### src/hw/fw_ctrl_defs.svh
/*
 * Firmware control block definitions
 * Register map, identity words, memory map limits and field widths
 * shared by the control block RTL and its testbench.
 */

`ifndef FW_CTRL_DEFS_SVH
`define FW_CTRL_DEFS_SVH

// ---------------------------------------------------------------------------
// Register addresses
// ---------------------------------------------------------------------------
`define FW_ADDR_NAME0        8'h00
`define FW_ADDR_NAME1        8'h01
`define FW_ADDR_VERSION      8'h02
`define FW_ADDR_SYSTEM_MODE  8'h08
`define FW_ADDR_LED          8'h09
`define FW_ADDR_GPIO         8'h0a
`define FW_ADDR_APP_START    8'h0c
`define FW_ADDR_APP_SIZE     8'h0d
`define FW_ADDR_SYSCALL      8'h12
`define FW_ADDR_CDI_FIRST    8'h20
`define FW_ADDR_CDI_LAST     8'h27
`define FW_ADDR_MON_CTRL     8'h60
`define FW_ADDR_MON_FIRST    8'h61
`define FW_ADDR_MON_LAST     8'h62
`define FW_ADDR_SYSTEM_RESET 8'h70

// Identity words, "tk1 " and "mkdf" in ASCII
`define FW_NAME0             32'h746b3120
`define FW_NAME1             32'h6d6b6466
`define FW_VERSION           32'h00000005

// ---------------------------------------------------------------------------
// Memory map limits
// ---------------------------------------------------------------------------
`define FW_RAM_FIRST         32'hd0000000
`define FW_RAM_LAST          32'hd00007ff
`define FW_ROM_LAST          32'h00001fff
// Outside physical memory, so a call here traps
`define FW_ILLEGAL_ADDR      32'h4f000000

// Field widths and reset values
`define FW_DATA_W            32
`define FW_ADDR_W            8
`define FW_CDI_WORDS         8
`define FW_LED_RESET         3'h6

`endif

### src/hw/fw_ctrl_pkg.sv
/*
 * Firmware control package
 * Packed bus and CPU fetch types shared by the control block modules.
 */

`default_nettype none

`include "fw_ctrl_defs.svh"

package fw_ctrl_pkg;

  // Host bus request, sampled with ready in the same cycle
  typedef struct packed {
    logic                  cs;
    logic                  we;
    logic [`FW_ADDR_W-1:0] address;
    logic [`FW_DATA_W-1:0] write_data;
  } bus_req_t;

  // Bus response, read data valid while cs is high
  typedef struct packed {
    logic [`FW_DATA_W-1:0] read_data;
    logic                  ready;
  } bus_rsp_t;

  // Observed CPU memory access
  typedef struct packed {
    logic        valid;
    logic        instr;
    logic [31:0] addr;
  } cpu_fetch_t;

endpackage

`default_nettype wire

### src/hw/mode_ctrl.sv
/*
 * System mode controller
 * Tracks the privilege level from observed instruction fetches.
 * Fetching from the syscall entry lowers the mode, fetching above
 * the ROM raises it again.
 */

`timescale 1ns/1ps
`default_nettype none

`include "fw_ctrl_defs.svh"

module mode_ctrl (
  input  logic                   clk,
  input  logic                   reset_n,
  input  fw_ctrl_pkg::cpu_fetch_t cpu,
  input  logic [31:0]            syscall_addr,
  output logic                   system_mode
);

  logic instr_fetch;
  logic enter_app;
  logic enter_syscall;

  assign instr_fetch   = cpu.valid && cpu.instr;
  assign enter_app     = instr_fetch && (cpu.addr > `FW_ROM_LAST);
  assign enter_syscall = instr_fetch && (cpu.addr == syscall_addr);

  // Setting has priority over clearing
  always_ff @(posedge clk) begin
    if (!reset_n) begin
      system_mode <= 1'b0;
    end else if (enter_app) begin
      system_mode <= 1'b1;
    end else if (enter_syscall) begin
      system_mode <= 1'b0;
    end
  end

endmodule

`default_nettype wire

### src/hw/exec_monitor.sv
/*
 * Execution monitor and security trap
 * Holds the execution-monitor window, which locks once enabled, and
 * raises a sticky force_trap on out-of-range RAM accesses, fetches
 * from firmware RAM and fetches inside the enabled window.
 */

`timescale 1ns/1ps
`default_nettype none

`include "fw_ctrl_defs.svh"

module exec_monitor (
  input  logic                   clk,
  input  logic                   reset_n,
  input  fw_ctrl_pkg::bus_req_t   bus_req,
  input  fw_ctrl_pkg::cpu_fetch_t cpu,
  output logic                   force_trap
);

  logic        bus_write;
  logic        mon_en;
  logic [31:0] mon_first;
  logic [31:0] mon_last;
  logic        ram_out_of_range;
  logic        fw_ram_fetch;
  logic        window_fetch;
  logic        trap_set;

  assign bus_write = bus_req.cs && bus_req.we;

  // ---------------------------------------------------------------------------
  // Window registers
  // ---------------------------------------------------------------------------
  always_ff @(posedge clk) begin
    if (!reset_n) begin
      mon_en    <= 1'b0;
      mon_first <= 32'h0;
      mon_last  <= 32'h0;
    end else if (bus_write) begin
      // Enable is one way until reset
      if (bus_req.address == `FW_ADDR_MON_CTRL) begin
        mon_en <= 1'b1;
      end
      if ((bus_req.address == `FW_ADDR_MON_FIRST) && !mon_en) begin
        mon_first <= bus_req.write_data;
      end
      if ((bus_req.address == `FW_ADDR_MON_LAST) && !mon_en) begin
        mon_last <= bus_req.write_data;
      end
    end
  end

  // ---------------------------------------------------------------------------
  // Violation detection
  // ---------------------------------------------------------------------------
  // RAM region beyond the physical memory size
  assign ram_out_of_range = (cpu.addr[31:30] == 2'b01) && (|cpu.addr[29:17]);

  assign fw_ram_fetch = cpu.instr && (cpu.addr >= `FW_RAM_FIRST) &&
                        (cpu.addr <= `FW_RAM_LAST);

  // Bounds are inclusive
  assign window_fetch = cpu.instr && mon_en && (cpu.addr >= mon_first) &&
                        (cpu.addr <= mon_last);

  assign trap_set = cpu.valid && (ram_out_of_range || fw_ram_fetch || window_fetch);

  // Sticky until reset
  always_ff @(posedge clk) begin
    if (!reset_n) begin
      force_trap <= 1'b0;
    end else if (trap_set) begin
      force_trap <= 1'b1;
    end
  end

endmodule

`default_nettype wire

### src/hw/ctrl_regs.sv
/*
 * Firmware control register bank
 * Memory-mapped identity, LED, GPIO, application and syscall
 * registers plus the CDI store. Privileged registers are write
 * protected in system mode. Also generates the system reset strobe.
 */

`timescale 1ns/1ps
`default_nettype none

`include "fw_ctrl_defs.svh"

module ctrl_regs #(
  parameter logic [31:0] app_size_reset = 32'h0
) (
  input  logic                 clk,
  input  logic                 reset_n,
  input  fw_ctrl_pkg::bus_req_t bus_req,
  output fw_ctrl_pkg::bus_rsp_t bus_rsp,
  input  logic                 system_mode,
  output logic [31:0]          syscall_addr,
  input  logic                 gpio1,
  input  logic                 gpio2,
  output logic                 gpio3,
  output logic                 gpio4,
  output logic                 led_r,
  output logic                 led_g,
  output logic                 led_b,
  output logic                 system_reset
);

  logic                  bus_write;
  logic                  bus_read;
  logic                  cdi_hit;
  logic [2:0]            cdi_idx;
  logic                  priv_ok;

  logic [2:0]            led_q;
  logic [1:0]            gpio1_sync;
  logic [1:0]            gpio2_sync;
  logic [31:0]           app_start_q;
  logic [31:0]           app_size_q;
  logic [`FW_DATA_W-1:0] cdi_mem [`FW_CDI_WORDS];
  logic [`FW_DATA_W-1:0] rd_data;

  assign bus_write = bus_req.cs && bus_req.we;
  assign bus_read  = bus_req.cs && !bus_req.we;
  assign cdi_hit   = (bus_req.address >= `FW_ADDR_CDI_FIRST) &&
                     (bus_req.address <= `FW_ADDR_CDI_LAST);
  assign cdi_idx   = bus_req.address[2:0];

  // Privileged registers only writable outside system mode
  assign priv_ok = !system_mode;

  // ---------------------------------------------------------------------------
  // Register updates
  // ---------------------------------------------------------------------------
  always_ff @(posedge clk) begin
    if (!reset_n) begin
      led_q        <= `FW_LED_RESET;
      gpio3        <= 1'b0;
      gpio4        <= 1'b0;
      app_start_q  <= 32'h0;
      app_size_q   <= app_size_reset;
      syscall_addr <= `FW_ILLEGAL_ADDR;
      system_reset <= 1'b0;
      for (int i = 0; i < `FW_CDI_WORDS; i++) begin
        cdi_mem[i] <= '0;
      end
    end else begin
      // One-cycle strobe
      system_reset <= bus_write && (bus_req.address == `FW_ADDR_SYSTEM_RESET);

      if (bus_write) begin
        if (bus_req.address == `FW_ADDR_LED) begin
          led_q <= bus_req.write_data[2:0];
        end
        if (bus_req.address == `FW_ADDR_GPIO) begin
          gpio3 <= bus_req.write_data[2];
          gpio4 <= bus_req.write_data[3];
        end
        if (priv_ok && (bus_req.address == `FW_ADDR_APP_START)) begin
          app_start_q <= bus_req.write_data;
        end
        if (priv_ok && (bus_req.address == `FW_ADDR_APP_SIZE)) begin
          app_size_q <= bus_req.write_data;
        end
        if (priv_ok && (bus_req.address == `FW_ADDR_SYSCALL)) begin
          syscall_addr <= bus_req.write_data;
        end
        if (priv_ok && cdi_hit) begin
          cdi_mem[cdi_idx] <= bus_req.write_data;
        end
      end
    end
  end

  // Two-stage input synchronizers
  always_ff @(posedge clk) begin
    if (!reset_n) begin
      gpio1_sync <= 2'b00;
      gpio2_sync <= 2'b00;
    end else begin
      gpio1_sync <= {gpio1_sync[0], gpio1};
      gpio2_sync <= {gpio2_sync[0], gpio2};
    end
  end

  // ---------------------------------------------------------------------------
  // Readback
  // ---------------------------------------------------------------------------
  always_comb begin
    rd_data = '0;
    if (bus_read) begin
      case (bus_req.address)
        `FW_ADDR_NAME0:       rd_data = `FW_NAME0;
        `FW_ADDR_NAME1:       rd_data = `FW_NAME1;
        `FW_ADDR_VERSION:     rd_data = `FW_VERSION;
        `FW_ADDR_SYSTEM_MODE: rd_data = {32{system_mode}};
        `FW_ADDR_LED:         rd_data = {29'h0, led_q};
        `FW_ADDR_GPIO:        rd_data = {28'h0, gpio4, gpio3, gpio2_sync[1], gpio1_sync[1]};
        `FW_ADDR_APP_START:   rd_data = app_start_q;
        `FW_ADDR_APP_SIZE:    rd_data = app_size_q;
        `FW_ADDR_SYSCALL:     rd_data = syscall_addr;
        default: begin
          if (cdi_hit) begin
            rd_data = cdi_mem[cdi_idx];
          end
        end
      endcase
    end
  end

  // No wait states
  assign bus_rsp = '{read_data: rd_data, ready: bus_req.cs};

  // LED bits r, g, b from high to low
  assign led_r = led_q[2];
  assign led_g = led_q[1];
  assign led_b = led_q[0];

endmodule

`default_nettype wire

### src/hw/fw_ctrl_top.sv
/*
 * Firmware control block top level
 * Connects the register bank, the system mode controller and the
 * execution monitor to the host bus and the pins.
 */

`timescale 1ns/1ps
`default_nettype none

module fw_ctrl_top #(
  parameter logic [31:0] app_size_reset = 32'h0
) (
  input  logic                   clk,
  input  logic                   reset_n,
  input  fw_ctrl_pkg::bus_req_t   bus_req,
  output fw_ctrl_pkg::bus_rsp_t   bus_rsp,
  input  fw_ctrl_pkg::cpu_fetch_t cpu,
  output logic                   force_trap,
  output logic                   system_mode,
  output logic                   system_reset,
  output logic                   led_r,
  output logic                   led_g,
  output logic                   led_b,
  input  logic                   gpio1,
  input  logic                   gpio2,
  output logic                   gpio3,
  output logic                   gpio4
);

  logic [31:0] syscall_addr;

  mode_ctrl mode_ctrl_i (
    .clk          (clk),
    .reset_n      (reset_n),
    .cpu          (cpu),
    .syscall_addr (syscall_addr),
    .system_mode  (system_mode)
  );

  exec_monitor exec_monitor_i (
    .clk        (clk),
    .reset_n    (reset_n),
    .bus_req    (bus_req),
    .cpu        (cpu),
    .force_trap (force_trap)
  );

  ctrl_regs #(
    .app_size_reset (app_size_reset)
  ) ctrl_regs_i (
    .clk          (clk),
    .reset_n      (reset_n),
    .bus_req      (bus_req),
    .bus_rsp      (bus_rsp),
    .system_mode  (system_mode),
    .syscall_addr (syscall_addr),
    .gpio1        (gpio1),
    .gpio2        (gpio2),
    .gpio3        (gpio3),
    .gpio4        (gpio4),
    .led_r        (led_r),
    .led_g        (led_g),
    .led_b        (led_b),
    .system_reset (system_reset)
  );

endmodule

`default_nettype wire

### config.mk
export PLATFORM = sky130hd
export DESIGN_NAME = fw_ctrl_top
export DESIGN_NICKNAME = d
export VERILOG_FILES = /design/src/hw/fw_ctrl_pkg.sv /design/src/hw/mode_ctrl.sv /design/src/hw/exec_monitor.sv /design/src/hw/ctrl_regs.sv /design/src/hw/fw_ctrl_top.sv
export VERILOG_INCLUDE_DIRS = /design/src /design/src/hw
export SDC_FILE = /design/constraint.sdc
export NUM_CORES = 1
export LEC_CHECK = 0
export ABC_CLOCK_PERIOD_IN_PS = 3940
export BUFFER_PORTS_ARGS = -buffer_cell sky130_fd_sc_hd__buf_2
export CAP_MARGIN = 15
export CORE_MARGIN = 10
export CORE_UTILIZATION = 55
export DETAILED_ROUTE_END_ITERATION = 10
export PLACE_DENSITY = 0.76
export SYNTH_ARGS = -nofsm -noshare
export SYNTH_HDL_FRONTEND = slang
export SYNTH_SLANG_ARGS = --single-unit
### constraint.sdc
create_clock -name clk -period 3.94 [get_ports clk]
set_input_delay 0.394 -clock clk [delete_from_list [all_inputs] [get_ports clk]]
set_output_delay 0.394 -clock clk [all_outputs]
set_load 0.005 [all_outputs]
**Word level (Yosys, flattened, before mapping)**

Memories as Yosys holds them, arrays and structs flattened.
Cells that the tools add are included.

- Div/mod/pow operators: 0
- Bitwise operators: 0
- Reduce and logical (&&, ||, !) cells: 37
- Add/sub/neg operators: 0
- Multipliers: 0
- Shifts and indexed selects: 0
- Eq/ne operators: 14
- Mux-type cells: 13
- $lt $le $gt $ge: 7

Operator list:

| kind | number |
|---|---|
| $pmux W32 S9 | 1 |
| $mux W32 | 3 |
| $eq A8 B4 Y1 const B | 5 |
| $eq A32 B32 Y1 | 1 |
| $eq A8 B7 Y1 const B | 4 |
| $ge A32 B32 Y1 | 1 |
| $ge A32 B32 Y1 const B | 1 |
| $gt A32 B13 Y1 const B | 1 |
| $le A32 B32 Y1 | 1 |
| $le A32 B32 Y1 const B | 1 |
| $reduce_or A32 Y1 | 1 |
| $logic_and A1 B1 Y1 | 20 |
| $reduce_and A2 Y1 | 8 |
| $reduce_or A13 Y1 | 1 |
| $eq A8 B1 Y1 const B | 1 |
| $eq A8 B2 Y1 const B | 1 |
| $eq A8 B5 Y1 const B | 1 |
| $ge A8 B6 Y1 const B | 1 |
| $le A8 B6 Y1 const B | 1 |
| $logic_not A8 Y1 | 1 |
| $mux W1 | 8 |
| $logic_not A1 Y1 | 3 |
| $mux W3 | 1 |
| $eq A2 B1 Y1 const B | 1 |
| other kinds (2) | 3 |

- Bits of input ports: 80
- Bits in read-only memories: 0
- Output and inout port bits: 41
- Register bits after elaboration: 173
- Word-level logic and storage cells: 86
- Memories: 1
- Latch bits: 0
- Bits in writable memories: 256

Memory list:

| memory | depth | width | read ports | clocked after memory_dff | write ports | line | source |
|---|---|---|---|---|---|---|---|
| ctrl_regs_i.cdi_mem | 8 | 32 | 1 | 0 | 8 | ctrl_regs.sv:43 | `` logic [`FW_DATA_W-1:0] cdi_mem [`FW_CDI_WORDS]; `` |

**Logic depth before layout (Yosys ltp)**

Gate-level depths: netlist of run 1.

- Word-level depth: 9
- Mapped depth: 9
- Gate-level depth less buffers: 9

**Hierarchy**

Synthesis of run 1 repeated with hierarchy kept, for this count alone.

- Cell total of the unflattened synthesis: 2062
- Area total of the unflattened synthesis: 21659.5 µm²

Modules (own cells, without submodules):

| module | seq. area each (µm²) | cells each | times used | area an instance (µm²) |
|---|---|---|---|---|
| ctrl_regs | 9809.4 | 1489 | 1 | 17051.4 |
| exec_monitor | 1321.3 | 520 | 1 | 4182.8 |
| mode_ctrl | 20.0 | 53 | 1 | 425.4 |

**Worst setup path after synthesis of run 1**

No wires, ideal clock.

- Path type: in2reg
- From: input port bus_req[35] (netlist name)
- To: memory ctrl_regs_i.cdi_mem[7][0] (netlist name), enable pin
- Path slack: -0.041 ns
- Buffers on the path: 1
- Arrival: 3.515 ns
- Setup time: 0.466 ns
- Stages on the path: 5
- Data required time: 3.474 ns
- Cell sequence: nand2b_1 nor4_1 buf_2 nand4_1 o21ai_0

RTL lines:

| item | line | source |
|---|---|---|
| start, declared | fw_ctrl_top.sv:15 | `input fw_ctrl_pkg::bus_req_t bus_req,` |
| end, declared | ctrl_regs.sv:43 |  |

==> results.json, run 1 <==
{
  "outcome": "complete, no violations",
  "arrival_ps": 3150,
  "synth_commonest_cells": "nand2_1 (357), edfxtp_1 (256), and2_1 (231)",
  "relSlewSlack_pct": 26.6,
  "min_period_ps": 3540,
  "multi_input_area_sq_mm": 0.00901,
  "end_kind": "output port",
  "fillCellCount": 2929,
  "cp_data_required_time_ps": 3550,
  "synth_area_leader_cell": "edfxtp_1",
  "pwr-share-seq_pct": 50.5,
  "utilization_pct": 62.7,
  "yosys.area_share.simple_pct": 17.8,
  "path_cells": "buf_2, nor4_2, nand3_1, nor3_4, a222oi_1, a211oi_1, buf_2",
  "die_w_um": 215,
  "hpwlAfterDp_mm": 39.9,
  "async_reset_ff_share_pct": 0,
  "grt_start_max_net_pins": 101,
  "seq_area_frac_synth_pct": 53.3,
  "power_w": 0.00961,
  "first_pass_iters": 10,
  "setup_tns_ps": 0,
  "cp_slowest_cell": "nor3_4",
  "drt-total-wl_mm": 59.2,
  "hp-class": "primary input to register",
  "grt_setup_unrepaired": "false",
  "initial_core_util_pct": 55.6,
  "setup_viol": 0,
  "dp_slack_ps": 506,
  "setup_ws_ps": 400,
  "leakagePower_nw": 8.60,
  "ys_ff_latch": 429,
  "cts_max_level": 2,
  "synth_cells": 1925,
  "yosysTopAreaCellShare_pct": 36.8,
  "clk_latency_ps": 560,
  "p_per_area_mw_per_mm2": 408,
  "io_buffers": 120,
  "start_kind": "primary input",
  "p_sw_share_pct": 22.9,
  "synth-compound-area-share_pct": 10.6,
  "vdd_drop_max_v": 0.000369,
  "pin_count": 121,
  "grt_pass1_wl_mm": 91.0,
  "yosys.area_share.adder_pct": 3.83,
  "hold_violations": 0,
  "nets": 2134,
  "drc": 0,
  "cts.sinks": 429,
  "fmax_mhz": 282,
  "die_area_sq_mm": 0.0462,
  "synth_top_family_by_area": "simple AND/OR/NAND/NOR gates",
  "die_h_um": 215,
  "row_count": 71,
  "clk_pin_slew_worst_paths_ps": 60,
  "cpPeakStageDelay_ps": 690,
  "synthMuxAreaShare_pct": 8.86,
  "grt_pass1_vias": 15300,
  "routed_via_density": 6.08,
  "synth.area.top_cells": "edfxtp_1 (37%), dfxtp_1 (17%), and2_1 (6.9%)",
  "cts_resized": 0,
  "syn2layout_area_growth_pct": 12.8,
  "syn_area_sq_mm": 0.0209,
  "intPower_w": 0.00741,
  "min_period_over_period_pct": 89.8,
  "ant_nets": 0,
  "gp_congestion": 0.878,
  "synth-edff-count": 256,
  "grt_util_all_layers_pct": 25.1,
  "syn-num-nets": 2069,
  "coreArea_sq_mm": 0.0376,
  "postCtsSetupRepairBufs": 0,
  "hold_buffers": 0,
  "avgSynthCellArea_sq_um": 10.9,
  "drt_iter0_markers": 2080,
  "globalRouteOverflowTotal": 0,
  "clkPwrFrac_pct": 42.5,
  "cts-buffers-inserted": 45,
  "slew_violations": 0,
  "crit_path_frequent_cell": "buf_2",
  "route.vias.total": 15400,
  "crit_fanout": 17,
  "n_antenna_cell": 0,
  "timing.hold.ws_ps": 43.7,
  "root_buffer": "clkbuf_16",
  "synth_flop_cell": "edfxtp_1",
  "p_switching_w": 0.00220,
  "maxCapViolations": 0,
  "clock_path_buffers": 3,
  "synth_xor_area_share_pct": 1.34,
  "regArea_sq_mm": 0.0112,
  "routedWlPerCell_um": 23.3,
  "skew_ps": 16.6,
  "p_comb_share_pct": 7.0,
  "grt_antenna_before_repair": 1,
  "cts_tree": "built",
  "yosysUniqueCellTypes": 54,
  "worstMarginPinSlew_ps": 1100,
  "yosysWarnings": 0,
  "layout-drive-gt1-share_pct": 17.4,
  "yosysMostFrequentCell": "nand2_1",
  "criticalPathCategory": "primary input to output port"
}
through the flow:
| step | instances | cell area, sq um |
|---|---|---|
| after floorplan | 1925 | 20900 |
| after global placement | 2453 | 22100 |
| after detailed placement | 2453 | 22100 |
| after CTS | 2535 | 23500 |
| after global routing | 2536 | 23600 |
| final | 2536 | 23600 |
power groups by stage:
stage | Clock [W] | Combinational [W] | Sequential (W)
3_5_place_dp | 0 | 0.000657 | 0.00495
5_1_grt | 0.00431 | 0.000711 | 0.00486
3_3_place_gp | 0 | 0.000646 | 0.00494
4_1_cts | 0.00412 | 0.000660 | 0.00485
2_1_floorplan | 0 | 0.000377 | 0.00494
6_report | 0.00409 | 0.000669 | 0.00485
logic make-up after synthesis:
kind of cell	Yosys count
muxes	103
xor gates and xnor gates	32
adders and majority gates	64
DFF	429
and+or+nand+nor	748
AOI/OAI and AO/OA	323
buffers and inverters	226
sequential cells by signal (all words and copies together) (netlist names):
name	flops
ctrl_regs_i.led_q	3
ctrl_regs_i.cdi_mem	256
exec_monitor_i.force_trap	1
ctrl_regs_i.gpio2_sync	2
ctrl_regs_i.app_start_q	32
exec_monitor_i.mon_last	32
ctrl_regs_i.gpio1_sync	2
ctrl_regs_i.system_reset	1
ctrl_regs_i.syscall_addr	32
mode_ctrl_i.system_mode	1
exec_monitor_i.mon_en	1
ctrl_regs_i.app_size_q	32
exec_monitor_i.mon_first	32
ctrl_regs_i.gpio4	1
ctrl_regs_i.gpio3	1
cell usage in the layout, fill, tap and decap left out, types with 5 or more instances in the layout:
cell       synthesis  layout
buf_2             26     117
a211oi_1          15      15
nor2_1            39      32
clkinv_2           0      10
mux4_2            64      64
o21ai_4            0       6
a21oi_1           84      84
buf_12             0       6
nor2_2             0       7
mux2i_1           22      22
a21boi_0          98      98
clkbuf_8           0       5
buf_4              1      50
nor2b_1            7       6
ha_1              64      64
clkbuf_1         123       8
clkbuf_16          0      45
inv_1             69      69
dfxtp_1          173     173
and3_1            32      32
nor4_1            13      12
mux2_2            17      17
clkinv_1           0       6
nor3_1             9       7
and2_1           231     231
nand4_1           14      14
a222oi_1          16      16
a21boi_1          57      57
edfxtp_1         256     256
xor2_1            17      17
nand2b_1           8       6
nand2_1          357     357
nand3_1           18      18
o21ai_0           21      15
a221oi_1          17      17
xnor2_1           15      15
critical path: cells and delay by family:
| kind | cells | cell delay [ps] |
|---|---|---|
| compound gates | 2 | 810 |
| buf+inv | 2 | 360 |
| simple gates | 3 | 1570 |
metal layers:
layer	share of wire (%)	track usage (%)
met1	40	34.3
met2	47	39.7
met5	0.019	0
met3	11	5.21
met4	2.8	7.45
area by class of cell:
cell class / count / area share (%)
multi-input combinational: 1270 / 38.2
timing repair buffer: 174 / 4.70
clock inverter: 22 / 0.716
inverter: 70 / 1.11
clock buffer: 60 / 5.24
sequential: 429 / 47.3
tap: 511 / 2.71
path summary, 6_finish.rpt:
path	to	slack, ps	startpoint	cells past startpoint
setup / recovery	bus_rsp[22]	400	bus_req[36]	7
hold / removal	ctrl_regs_i.gpio2_sync[0]	40	gpio2	2
setup reg to reg	ctrl_regs_i.cdi_mem[0][17]	1230	mode_ctrl_i.system_mode	6
hold reg to reg	exec_monitor_i.mon_first[10]	450	exec_monitor_i.mon_first[10]	2
Note: power is estimated with default switching activity, not from simulation.
==> run 2: changes to the inputs <==
--- a/config.mk
+++ b/config.mk
@@ -9,10 +9,10 @@
 export ABC_CLOCK_PERIOD_IN_PS = 3940
 export BUFFER_PORTS_ARGS = -buffer_cell sky130_fd_sc_hd__buf_2
 export CAP_MARGIN = 15
-export CORE_MARGIN = 10
-export CORE_UTILIZATION = 55
+export CORE_UTILIZATION = 56
 export DETAILED_ROUTE_END_ITERATION = 10
-export PLACE_DENSITY = 0.76
+export PLACE_DENSITY = 0.77
 export SYNTH_ARGS = -nofsm -noshare
 export SYNTH_HDL_FRONTEND = slang
+export SYNTH_HIERARCHICAL = 1
 export SYNTH_SLANG_ARGS = --single-unit
==> run 2 against run 1 <==
  * Die area down 15%
  * Critical path type unchanged
  * Synthesized cell count up 7.1%
  * First-iteration DRC count down 17%
  * Core utilization up 0.52 points
  * Largest power group unchanged
  * Critical path depth unchanged
  * Total power down 1.0%
  * Non-clock buffer count down 5
  * Fmax up 12%
==> results.json, run 2 <==
{
  "outcome": "complete, no violations",
  "cts_resized": 0,
  "nets": 2237,
  "globalRouteOverflowTotal": 0,
  "skew_ps": 13.2,
  "clk_latency_ps": 550,
  "criticalPathCategory": "primary input to output port",
  "maxCapViolations": 0,
  "fmax_mhz": 317,
  "crit_fanout": 32,
  "cp_data_required_time_ps": 3550,
  "grt_setup_unrepaired": "false",
  "syn-num-nets": 2206,
  "avgSynthCellArea_sq_um": 10.5,
  "grt_pass1_vias": 15900,
  "io_buffers": 120,
  "grt_start_max_net_pins": 84,
  "path_cells": "buf_2, or4_4, nor4bb_4, buf_4, o211ai_1, a2bb2oi_1, buf_2",
  "drc": 0,
  "synth.area.top_cells": "edfxtp_1 (35%), dfxtp_1 (16%), nand2_1 (5.9%)",
  "crit_path_frequent_cell": "buf_2",
  "gp_congestion": 0.958,
  "grt_util_all_layers_pct": 30.2,
  "syn_area_sq_mm": 0.0217,
  "drt-total-wl_mm": 59.1,
  "finalInstanceArea_sq_mm": 0.0239,
  "first_pass_iters": 6,
  "layout-drive-gt1-share_pct": 13.7,
  "die_h_um": 199,
  "coreArea_sq_mm": 0.0378,
  "most-common-layout-cells": "nand2_1 (341), edfxtp_1 (256), and2_1 (199), dfxtp_1 (173), buf_2 (118)",
  "relSlewSlack_pct": 24.5,
  "postCtsSetupRepairBufs": 0,
  "drt_iter0_markers": 1719,
  "dp_slack_ps": 911,
  "synth_cells": 2062,
  "largest_reg_flops": 256,
  "hold_violations": 0,
  "ant_nets": 0,
  "vdd_drop_max_v": 0.000360,
  "synth-edff-count": 256,
  "yosysWarnings": 6,
  "setup_ws_ps": 786,
  "clk_pin_slew_worst_paths_ps": 60,
  "route.vias.total": 16300,
  "cts_max_level": 2,
  "cts_tree": "built",
  "slew_violations": 0,
  "seq_area_frac_synth_pct": 51.5,
  "hp-class": "primary input to register",
  "worstMarginPinSlew_ps": 1130,
  "cpPeakStageDelay_ps": 610,
  "pin_count": 121,
  "end_kind": "output port",
  "routedWlPerCell_um": 22.4,
  "fillCellCount": 2965,
  "row_count": 71,
  "grt_pass1_wl_mm": 90.8,
  "cts.sinks": 429,
  "hpwlAfterDp_mm": 39.5,
  "min_period_over_period_pct": 80.1,
  "die_area_sq_mm": 0.0395,
  "setup_tns_ps": 0,
  "setup_viol": 0,
  "initial_core_util_pct": 57.2,
  "largest-register": "ctrl_regs_i/cdi_mem",
  "die_w_um": 199,
  "hold_buffers": 0,
  "arrival_ps": 2760,
  "ys_ff_latch": 429,
  "leakagePower_nw": 8.93,
  "routed_via_density": 6.18,
  "grt_antenna_before_repair": 0,
  "synth_area_leader_cell": "edfxtp_1",
  "mostFrequentLayoutCell": "nand2_1",
  "place_area_sq_mm": 0.0226,
  "syn2layout_area_growth_pct": 10.5,
  "async_reset_ff_share_pct": 0,
  "p_per_area_mw_per_mm2": 397,
  "root_buffer": "clkbuf_16",
  "yosysMostFrequentCell": "nand2_1",
  "cp_slowest_cell": "or4_4",
  "yosysUniqueCellTypes": 73,
  "yosysTopAreaCellShare_pct": 35.5,
  "min_period_ps": 3150,
  "cts-buffers-inserted": 42,
  "synth_commonest_cells": "nand2_1 (341), edfxtp_1 (256), and2_1 (199)",
  "start_kind": "primary input",
  "clock_path_buffers": 3,
  "synth_flop_cell": "edfxtp_1"
}
[run 2: cell count changes after synthesis, moves of 21 or more]
cell       before  now
a2bb2oi_1       0   21
nor2_1         39   12
mux4_2         64   30
nand3_1        18  100
and3_1         32   68
a21oi_1        84   25
a22oi_1         2   44
mux2i_1        22   74
o211ai_1        1   32
and2_1        231  199
[run 2: kinds of logic after synthesis]
group,count (synthesis),share of synthesized area [%]
simple gates,827,19.9
flops,429,51.5
compound gates,356,12.2
buf+inv,249,4.77
mux,105,6.59
fa+ha+maj,64,3.70
xor+xnor,32,1.29
[run 2: final timing paths]
kind | start | end | slack (ps) | depth (start not counted)
min | gpio2 | ctrl_regs_i/gpio2_sync[0] | 60 | 2
max | bus_req[35] | bus_rsp[20] | 790 | 7
min reg2reg | ctrl_regs_i/gpio1_sync[0] | ctrl_regs_i/gpio1_sync[1] | 440 | 1
max reg2reg | exec_monitor_i/mon_last[29] | exec_monitor_i/force_trap | 1570 | 8
[run 2: through the flow]
stage               hold slack [ps]  instances  utilization [%]  total power [W]
finish                         58.1       2638             63.3          0.00951
global route                   62.9       2637             63.3          0.00975
CTS                            39.0       2637             63.3          0.00953
detailed placement              426       2560             59.7          0.00563
global placement                423       2560             59.7          0.00561
floorplan                       412       2062                -          0.00534
[run 2: worst max-delay path, delay by kind of cell]
kind,cells,cell delay [ps]
simple gates,2,880
buf+inv,3,800
compound gates,2,660
[run 2: final cells by class]
cell class / count / area [sq um] / share of cell area, %
diodes: 1 / 2.50 / 0.0105
repair buffers: 169 / 1030 / 4.29
multi-input cells: 1384 / 9520 / 39.8
clock inverters: 13 / 115 / 0.481
flip-flops and latches: 429 / 11200 / 46.6
well taps: 511 / 639 / 2.67
inverters: 67 / 251 / 1.05
clock buffers: 64 / 1230 / 5.13
[run 2: power by group]
group          internal, W  switching, W
sequential         0.00482     0.0000281
clock              0.00228       0.00168
combinational     0.000231      0.000462
total              0.00734       0.00217
[run 2: routing by layer]
layer  GRT usage (%)  routed length (um)
met2            48.9               27900
met3            4.66                5100
met4            13.4                2540
met5               0                   0
met1            40.2               23500
